### config.mk
export PLATFORM = sky130hd
export DESIGN_NAME = map_186_top
export DESIGN_NICKNAME = d
export VERILOG_FILES = /design/src/design/map_186_pkg.sv /design/src/design/map_186_chr_map.sv /design/src/design/map_186_prg_map.sv /design/src/design/map_186_readback.sv /design/src/design/map_186_regs.sv /design/src/design/map_186_top.sv
export SDC_FILE = /design/constraint.sdc
export NUM_CORES = 1
export LEC_CHECK = 0
export BUFFER_PORTS_ARGS = -buffer_cell sky130_fd_sc_hd__buf_2
export CAP_MARGIN = 20
export CORE_MARGIN = 1.5
export CORE_UTILIZATION = 45
export CTS_BUF_LIST = sky130_fd_sc_hd__clkbuf_2 sky130_fd_sc_hd__clkbuf_4 sky130_fd_sc_hd__clkbuf_8
export DETAILED_ROUTE_END_ITERATION = 7
export PLACE_DENSITY = 0.84
export SYNTH_ARGS = -nofsm -noshare
export SYNTH_HDL_FRONTEND = slang
export SYNTH_SLANG_ARGS = --single-unit
### constraint.sdc
create_clock -name m2 -period 2.15 [get_ports m2]
set_input_delay 0.43 -clock m2 [delete_from_list [all_inputs] [get_ports m2]]
set_output_delay 0.43 -clock m2 [all_outputs]
set_load 0.01 [all_outputs]
### src/design/map_186_pkg.sv
package map_186_pkg;

	// map number reported to the save-state host at slot 127
	localparam logic [7:0] map_num = 8'd27;

	// cpu_addr[14:4] of the 0x4200-0x420F register window
	localparam logic [10:0] reg_base_hi = 11'h420;

	// countdown width for the tape ready timer
	localparam int tape_delay_w = 7;

	// bank register widths
	localparam int prg_bank_w = 8;
	localparam int ram_bank_w = 2;

	// register offsets decoded from cpu_addr[1:0]
	typedef enum logic [1:0] {
		reg_ram_bank = 2'd0,
		reg_prg_bank = 2'd1,
		reg_tape_cmd = 2'd2,
		reg_unused   = 2'd3
	} reg_off_e;

	// save-state slots on ss_addr
	// slot 2 packs {tape_ready, read_reg, ram_bank} into the low bits
	typedef enum logic [7:0] {
		ss_prg_bank   = 8'd0,
		ss_tape_delay = 8'd1,
		ss_flags      = 8'd2,
		ss_map_num    = 8'd127
	} ss_slot_e;

endpackage

### src/design/map_186_chr_map.sv
`timescale 1ns/1ps

module map_186_chr_map (
	input  logic [13:0] ppu_addr,
	input  logic        ppu_oe,
	input  logic        ppu_we,
	input  logic        cfg_mir_v,
	input  logic        cfg_chr_ram,
	output logic [12:0] chr_addr,
	output logic        chr_oe,
	output logic        chr_ce,
	output logic        chr_we,
	output logic        ciram_a10,
	output logic        ciram_ce
);

	// pattern tables sit below 0x2000, the chr chip is addressed directly
	assign chr_addr = ppu_addr[12:0];
	assign chr_oe   = !ppu_oe;

	// ciram_ce is active low, so inverting a13 enables the console nametable
	// ram above 0x2000 while chr_ce selects the pattern tables below it
	assign ciram_ce = !ppu_addr[13];
	assign chr_ce   = ciram_ce;

	// vertical mirroring splits on a10, horizontal on a11
	assign ciram_a10 = cfg_mir_v ? ppu_addr[10] : ppu_addr[11];

	// chr writes only make sense when the board carries chr ram
	assign chr_we = cfg_chr_ram ? (!ppu_we && ciram_ce) : 1'b0;

endmodule

### src/design/map_186_prg_map.sv
`timescale 1ns/1ps

module map_186_prg_map import map_186_pkg::*; (
	input  logic [15:0]           cpu_addr,
	input  logic                  cpu_rw,
	input  logic                  cpu_ce,
	input  logic                  m2,
	input  logic [prg_bank_w-1:0] prg_bank,
	input  logic [ram_bank_w-1:0] ram_bank,
	output logic [18:0]           prg_addr,
	output logic [12:0]           srm_addr,
	output logic                  prg_oe,
	output logic                  ram_ce,
	output logic                  ram_we,
	output logic                  rom_ce
);

	logic        ram_area;
	logic        save_area;
	logic [11:0] save_off;
	logic [5:0]  prg_hi;

	// 0x6000-0x7FFF work ram, cpu_ce already limits this to the lower half
	assign ram_area  = (cpu_addr[14:13] == 2'b11) && cpu_ce;
	// 0x4400-0x4FFF is a second view into the first ram bank
	assign save_area = (cpu_addr[15:12] == 4'h4) && (cpu_addr[11:0] >= 12'h400);
	assign save_off  = cpu_addr[11:0] - 12'h400;

	always_comb begin
		if (cpu_ce) begin
			if (save_area) begin
				prg_hi = 6'd0;
			end else begin
				prg_hi = {{(6 - ram_bank_w){1'b0}}, ram_bank};
			end
		end else if (!cpu_addr[14]) begin
			// 0x8000-0xBFFF is the switchable 16 KB page
			prg_hi = {prg_bank[4:0], cpu_addr[13]};
		end else begin
			// 0xC000-0xFFFF stays on the first 16 KB of rom
			prg_hi = {5'd0, cpu_addr[13]};
		end
	end

	assign prg_addr[12:0]  = save_area ? {1'b0, save_off} : cpu_addr[12:0];
	assign prg_addr[18:13] = prg_hi;

	assign srm_addr = cpu_addr[12:0];
	assign prg_oe   = cpu_rw;
	assign ram_we   = !cpu_rw;
	// ram strobe only during the valid half of the cpu cycle
	assign ram_ce   = (ram_area || save_area) && m2;
	assign rom_ce   = !cpu_ce;

endmodule

### src/design/map_186_readback.sv
`timescale 1ns/1ps

module map_186_readback import map_186_pkg::*; (
	input  logic                    m2,
	input  logic [15:0]             cpu_addr,
	input  logic                    cpu_rw,
	input  logic                    cpu_ce,
	input  logic [7:0]              ss_addr,
	input  logic [prg_bank_w-1:0]   prg_bank,
	input  logic [ram_bank_w-1:0]   ram_bank,
	input  logic                    tape_ready,
	input  logic                    read_reg,
	input  logic [tape_delay_w-1:0] tape_delay_cnt,
	output logic                    map_cpu_oe,
	output logic [7:0]              map_cpu_dout,
	output logic [7:0]              ss_rdat
);

	logic reg_hit;

	assign reg_hit = cpu_ce && (cpu_addr[14:4] == reg_base_hi) && (cpu_addr[3:2] == 2'b00);

	// the mapper drives the data bus only in the high phase of m2
	assign map_cpu_oe = reg_hit && cpu_rw && m2;

	always_comb begin
		case (reg_off_e'(cpu_addr[1:0]))
			reg_prg_bank: map_cpu_dout = 8'h10;
			reg_tape_cmd: map_cpu_dout = tape_ready ? 8'h40 : 8'h00;
			reg_ram_bank: map_cpu_dout = 8'h00;
			reg_unused:   map_cpu_dout = 8'h00;
			default:      map_cpu_dout = 8'h00;
		endcase
	end

	// layout must mirror the restore path in the register block
	always_comb begin
		case (ss_slot_e'(ss_addr))
			ss_prg_bank:   ss_rdat = prg_bank;
			ss_tape_delay: ss_rdat = {{(8 - tape_delay_w){1'b0}}, tape_delay_cnt};
			ss_flags:      ss_rdat = {{(6 - ram_bank_w){1'b0}}, tape_ready, read_reg, ram_bank};
			ss_map_num:    ss_rdat = map_num;
			default:       ss_rdat = 8'hff;
		endcase
	end

endmodule

### src/design/map_186_regs.sv
`timescale 1ns/1ps

module map_186_regs import map_186_pkg::*; #(
	parameter int unsigned tape_delay = 100
) (
	input  logic                    m2,
	input  logic                    arst_n,
	input  logic [15:0]             cpu_addr,
	input  logic [7:0]              cpu_dat,
	input  logic                    cpu_rw,
	input  logic                    cpu_ce,
	input  logic                    ss_act,
	input  logic                    ss_we,
	input  logic [7:0]              ss_addr,
	output logic [prg_bank_w-1:0]   prg_bank,
	output logic [ram_bank_w-1:0]   ram_bank,
	output logic                    tape_ready,
	output logic                    read_reg,
	output logic [tape_delay_w-1:0] tape_delay_cnt
);

	logic     reg_wr;
	logic     tape_load;
	reg_off_e reg_sel;
	ss_slot_e ss_sel;

	// a cpu write lands in the register block only inside 0x4200-0x4203
	assign reg_wr    = !cpu_rw && cpu_ce && (cpu_addr[14:4] == reg_base_hi) &&
	                   (cpu_addr[3:2] == 2'b00);
	assign reg_sel   = reg_off_e'(cpu_addr[1:0]);
	assign tape_load = reg_wr && (reg_sel == reg_tape_cmd);
	assign ss_sel    = ss_slot_e'(ss_addr);

	always_ff @(posedge m2 or negedge arst_n) begin
		if (!arst_n) begin
			prg_bank       <= '0;
			ram_bank       <= '0;
			tape_ready     <= 1'b0;
			read_reg       <= 1'b0;
			tape_delay_cnt <= '0;
		end else if (ss_act) begin
			// the host owns the registers during a save-state transfer,
			// restore data arrives on cpu_dat
			if (ss_we) begin
				case (ss_sel)
					ss_prg_bank: begin
						prg_bank <= cpu_dat[prg_bank_w-1:0];
					end
					ss_tape_delay: begin
						tape_delay_cnt <= cpu_dat[tape_delay_w-1:0];
					end
					ss_flags: begin
						{tape_ready, read_reg, ram_bank} <= cpu_dat[ram_bank_w+1:0];
					end
					default: begin
					end
				endcase
			end
		end else begin
			if (reg_wr) begin
				case (reg_sel)
					reg_ram_bank: begin
						ram_bank <= cpu_dat[7 -: ram_bank_w];
					end
					reg_prg_bank: begin
						prg_bank <= cpu_dat[prg_bank_w-1:0];
					end
					reg_tape_cmd: begin
						read_reg <= cpu_dat[4];
					end
					default: begin
					end
				endcase
			end

			// a new tape command restarts the countdown even if one is running
			if (tape_load) begin
				tape_delay_cnt <= tape_delay_w'(tape_delay);
			end else if (tape_delay_cnt != '0) begin
				tape_delay_cnt <= tape_delay_cnt - 1'b1;
				// the flag is published on the edge where the count reaches zero
				if (tape_delay_cnt == tape_delay_w'(1)) begin
					tape_ready <= read_reg;
				end
			end
		end
	end

endmodule

### src/design/map_186_top.sv
`timescale 1ns/1ps

module map_186_top import map_186_pkg::*; #(
	parameter int unsigned tape_delay = 100
) (
	input  logic        m2,
	input  logic        arst_n,
	// cpu bus
	input  logic [15:0] cpu_addr,
	input  logic [7:0]  cpu_dat,
	input  logic        cpu_rw,
	input  logic        cpu_ce,
	// save-state port
	input  logic        ss_act,
	input  logic        ss_we,
	input  logic [7:0]  ss_addr,
	output logic [7:0]  ss_rdat,
	// ppu bus
	input  logic [13:0] ppu_addr,
	input  logic        ppu_oe,
	input  logic        ppu_we,
	// board configuration
	input  logic        cfg_mir_v,
	input  logic        cfg_chr_ram,
	// cpu side memory map
	output logic [18:0] prg_addr,
	output logic [12:0] srm_addr,
	output logic        prg_oe,
	output logic        ram_ce,
	output logic        ram_we,
	output logic        rom_ce,
	output logic        map_cpu_oe,
	output logic [7:0]  map_cpu_dout,
	// ppu side memory map
	output logic [12:0] chr_addr,
	output logic        chr_oe,
	output logic        chr_ce,
	output logic        chr_we,
	output logic        ciram_a10,
	output logic        ciram_ce
);

	logic [prg_bank_w-1:0]   prg_bank;
	logic [ram_bank_w-1:0]   ram_bank;
	logic                    tape_ready;
	logic                    read_reg;
	logic [tape_delay_w-1:0] tape_delay_cnt;

	map_186_regs #(
		.tape_delay(tape_delay)
	) u_regs (
		.m2            (m2),
		.arst_n        (arst_n),
		.cpu_addr      (cpu_addr),
		.cpu_dat       (cpu_dat),
		.cpu_rw        (cpu_rw),
		.cpu_ce        (cpu_ce),
		.ss_act        (ss_act),
		.ss_we         (ss_we),
		.ss_addr       (ss_addr),
		.prg_bank      (prg_bank),
		.ram_bank      (ram_bank),
		.tape_ready    (tape_ready),
		.read_reg      (read_reg),
		.tape_delay_cnt(tape_delay_cnt)
	);

	map_186_prg_map u_prg_map (
		.cpu_addr(cpu_addr),
		.cpu_rw  (cpu_rw),
		.cpu_ce  (cpu_ce),
		.m2      (m2),
		.prg_bank(prg_bank),
		.ram_bank(ram_bank),
		.prg_addr(prg_addr),
		.srm_addr(srm_addr),
		.prg_oe  (prg_oe),
		.ram_ce  (ram_ce),
		.ram_we  (ram_we),
		.rom_ce  (rom_ce)
	);

	map_186_chr_map u_chr_map (
		.ppu_addr   (ppu_addr),
		.ppu_oe     (ppu_oe),
		.ppu_we     (ppu_we),
		.cfg_mir_v  (cfg_mir_v),
		.cfg_chr_ram(cfg_chr_ram),
		.chr_addr   (chr_addr),
		.chr_oe     (chr_oe),
		.chr_ce     (chr_ce),
		.chr_we     (chr_we),
		.ciram_a10  (ciram_a10),
		.ciram_ce   (ciram_ce)
	);

	map_186_readback u_readback (
		.m2            (m2),
		.cpu_addr      (cpu_addr),
		.cpu_rw        (cpu_rw),
		.cpu_ce        (cpu_ce),
		.ss_addr       (ss_addr),
		.prg_bank      (prg_bank),
		.ram_bank      (ram_bank),
		.tape_ready    (tape_ready),
		.read_reg      (read_reg),
		.tape_delay_cnt(tape_delay_cnt),
		.map_cpu_oe    (map_cpu_oe),
		.map_cpu_dout  (map_cpu_dout),
		.ss_rdat       (ss_rdat)
	);

endmodule

==> impl_metrics.env <==
export IMPL_yosysTopAreaCell="dfrtp_1"
export IMPL_cpPeakStageDelay_ns=0.14
export IMPL_num_rows=24
export IMPL_initial_utilization_pct=46.61
export IMPL_r2r_end="u_regs.tape_ready$_DFFE_PN0P_"
export IMPL_grt_overflow=0
export IMPL_critPathBufInv=3
export IMPL_insertion_delay_ns=0.36
export IMPL_dr_pass1_iters=4
export IMPL_ys_flop_type="dfrtp_1"
export IMPL_antennaDiodeCount=0
export IMPL_slew_viol_final=0
export IMPL_yosysUniqueCellTypes=50
export IMPL_worstPathRequired_ns=1.72
export IMPL_dpl_hpwl_mm=4.130
export IMPL_layout_common_cells="buf_2 (98), dfrtp_1 (19), nand2_1 (18)"
export IMPL_fin_hold_ws_ns=0.002963
export IMPL_first_iter_violations=199
export IMPL_setup_ws_ns=0.1361
export IMPL_hold_viol=0
export IMPL_die_area_mm2=0.004922
export IMPL_finalClockSkew_ns=0.004454
export IMPL_crit_path_top_delay_cell="buf_2"
export IMPL_path_class="clk -> out"
export IMPL_stdcell_count=352
export IMPL_worstRegToRegCells=6
export IMPL_async_reset_ff_share_pct=100.0
export IMPL_p_leak_nw=1.229
export IMPL_die_h_um=70.16
export IMPL_p_per_area_mw_per_mm2=587.0
export IMPL_fin_tns_setup_ns=0
export IMPL_layout_min_cycle_time_ns=2.014
export IMPL_multi_input_area_mm2=0.001155
export IMPL_rr_startpoint="u_regs.tape_delay_cnt[0]$_DFFE_PN0P_"
export IMPL_rrSetupSlack_ns=0.38
export IMPL_wl_per_cell_um=14.80
export IMPL_rsz0062_at_grt="false"
export IMPL_dieWidth_um=70.16
export IMPL_syn2layout_area_growth_pct=17.45
export IMPL_vias=1951
export IMPL_reg_top3="u_regs.prg_bank: 8 flops, u_regs.tape_delay_cnt: 7 flops, u_regs.ram_bank: 2 flops"
export IMPL_status="complete, no violations"
export IMPL_finalWeightedCongestion=0.8842
export IMPL_drv_cap=0
export IMPL_cp_data_arrival_time_ns=1.58
export IMPL_largest_register_ffs=8
export IMPL_critPathTopFamily="buffers and inverters"
export IMPL_grt_usage_pct=21.94
export IMPL_fill_cells=396
export IMPL_synthCells=235
export IMPL_holdBufCountCts=0
export IMPL_cts_tree="yes"
export IMPL_path_max_fanout=2
export IMPL_crit_chain="clkbuf_8 -> clkbuf_8 -> nand4_1 -> nor2_1 -> buf_2"
export IMPL_ant_nets=0
export IMPL_pre_cts_ws_ns=0.03330
export IMPL_fmax_ghz=0.4982
export IMPL_syn_area_per_cell_um2=8.636
export IMPL_cp_depth=5
export IMPL_drt_wl_total_mm=5.208
export IMPL_io_buffer_count=98
export IMPL_synth_seq_cells=19
export IMPL_cp_end_kind="output pin"
export IMPL_synth_top_area_share_pct=23.43
export IMPL_clk_pin_slew_ns=0.07
export IMPL_hp_class="in -> async"
export IMPL_layout_commonest_cell="buf_2"
export IMPL_syn_area_mm2=0.002029
export IMPL_finish_net_count=361
export IMPL_core_mm2=0.004354
export IMPL_ys_top_cells_by_area="dfrtp_1 (23%), buf_4 (17%), mux2_4 (6.7%), mux2_2 (5.0%), nand2_1 (3.3%)"
export IMPL_vias_per_cell=5.543
export IMPL_yosysSeqAreaShare_pct=23.43
export IMPL_post_route_period_util_pct=93.67
export IMPL_final_layout_size_suffix_gt1_share_pct=47.33
export IMPL_synth_edf_count=0
export IMPL_regMostFlops="u_regs.prg_bank"
export IMPL_drc_errors=0
export IMPL_dp_cells=343
export IMPL_grt_pass1_vias=1870
export IMPL_ff_latch_area_um2=475.5
export IMPL_irDropWorstVdd_uv=272.4
export IMPL_yosysWarnings=0
export IMPL_io_pins=127
export IMPL_final_cell_area_mm2=0.002384
export IMPL_startpoint_type="clock port"
export IMPL_antenna_found_initial=0
export IMPL_grt_max_degree=20
export IMPL_grt_pass1_wl_mm=8.618
export IMPL_cpMostUsedCell="clkbuf_8"
export IMPL_place_area_mm2=0.002272
export IMPL_finalSetupViolCount=0
metrics by stage:
stage	total power, mW	utilization, %
2_1_floorplan	0.7932	-
3_3_place_gp	0.8931	52.18
3_5_place_dp	0.9095	52.18
4_1_cts	1.404	54.74
5_1_grt	1.482	54.74
6_report	1.399	54.74
worst max path at each step:
| stage | from | end | slack [ns] |
|---|---|---|---|
| after floorplan | cpu_addr[10] | u_regs.prg_bank[0]$_DFFE_PN0P_ | 0.31 |
| after global placement | cpu_addr[10] | u_regs.ram_bank[0]$_DFFE_PN0P_ | 0.09 |
| after detailed placement | cpu_addr[10] | u_regs.prg_bank[0]$_DFFE_PN0P_ | 0.03 |
| after CTS | ss_addr[6] | ss_rdat[2] | 0.11 |
| after global routing | ss_addr[6] | ss_rdat[2] | 0.04 |
| final | m2 | map_cpu_oe | 0.14 |
layer usage:
metal  global-route usage, %  routed length [µm]
met1                   27.68                2187
met2                   34.81                2522
met3                   4.185                 360
met4                   12.82                 138
met5                       0                   0
cell families (layout without fill, tap and decap cells):
family	after synthesis	in the layout	synth area share, %
AO/OA/AOI/OAI	45	45	16.03
XOR/XNOR	2	2	0.8633
adder cells (fa/ha/maj)	5	5	3.083
buffers and inverters	66	126	20.59
flip-flops	19	19	23.43
multiplexers	21	21	13.13
other	1	6	0.1848
AND/OR/NAND/NOR	76	76	22.69
worst register-to-register path: stages (launching register included):
cell	delay (ns)
dfrtp_1	0.48
inv_1	0.13
ha_1	0.23
and4_1	0.22
a221o_1	0.30
o21ai_0	0.18
o21ai_0	0.11
area by class of cell:
class,instances,share of cell area [%]
multi-input cells,155,48.45
repair buffers,100,21.42
flip-flops and latches,19,19.95
clock buffers,11,5.092
well taps,52,2.730
inverters,15,2.362
power breakdown:
group / internal [mW] / switching [mW] / total, mW
logic: 0.184 / 0.231 / 0.415
clock network: 0.330 / 0.171 / 0.501
registers: 0.412 / 0.0715 / 0.483
cell usage after synthesis (2+ instances only):
cell type	instances
nor3_1	5
nand3_1	5
nand4_1	5
xnor2_1	2
nor3b_1	2
mux2_4	9
o31ai_1	2
and4_1	2
a221o_1	2
a211oi_1	2
nor2_1	16
nor2b_1	3
o22ai_1	5
mux2i_1	3
mux2_2	9
nor2_2	2
a21oi_1	11
dfrtp_1	19
ha_1	5
buf_4	45
nor4_4	3
and2_1	5
inv_1	15
o21ai_0	11
clkbuf_1	5
nand2_1	18
what timing repair did:
action / in CTS / in global routing
gates resized for setup: 0 / 1
setup endpoints to repair: 0 / 1
buffers inserted: 0 / 0
(Power assumes the default switching activity.)
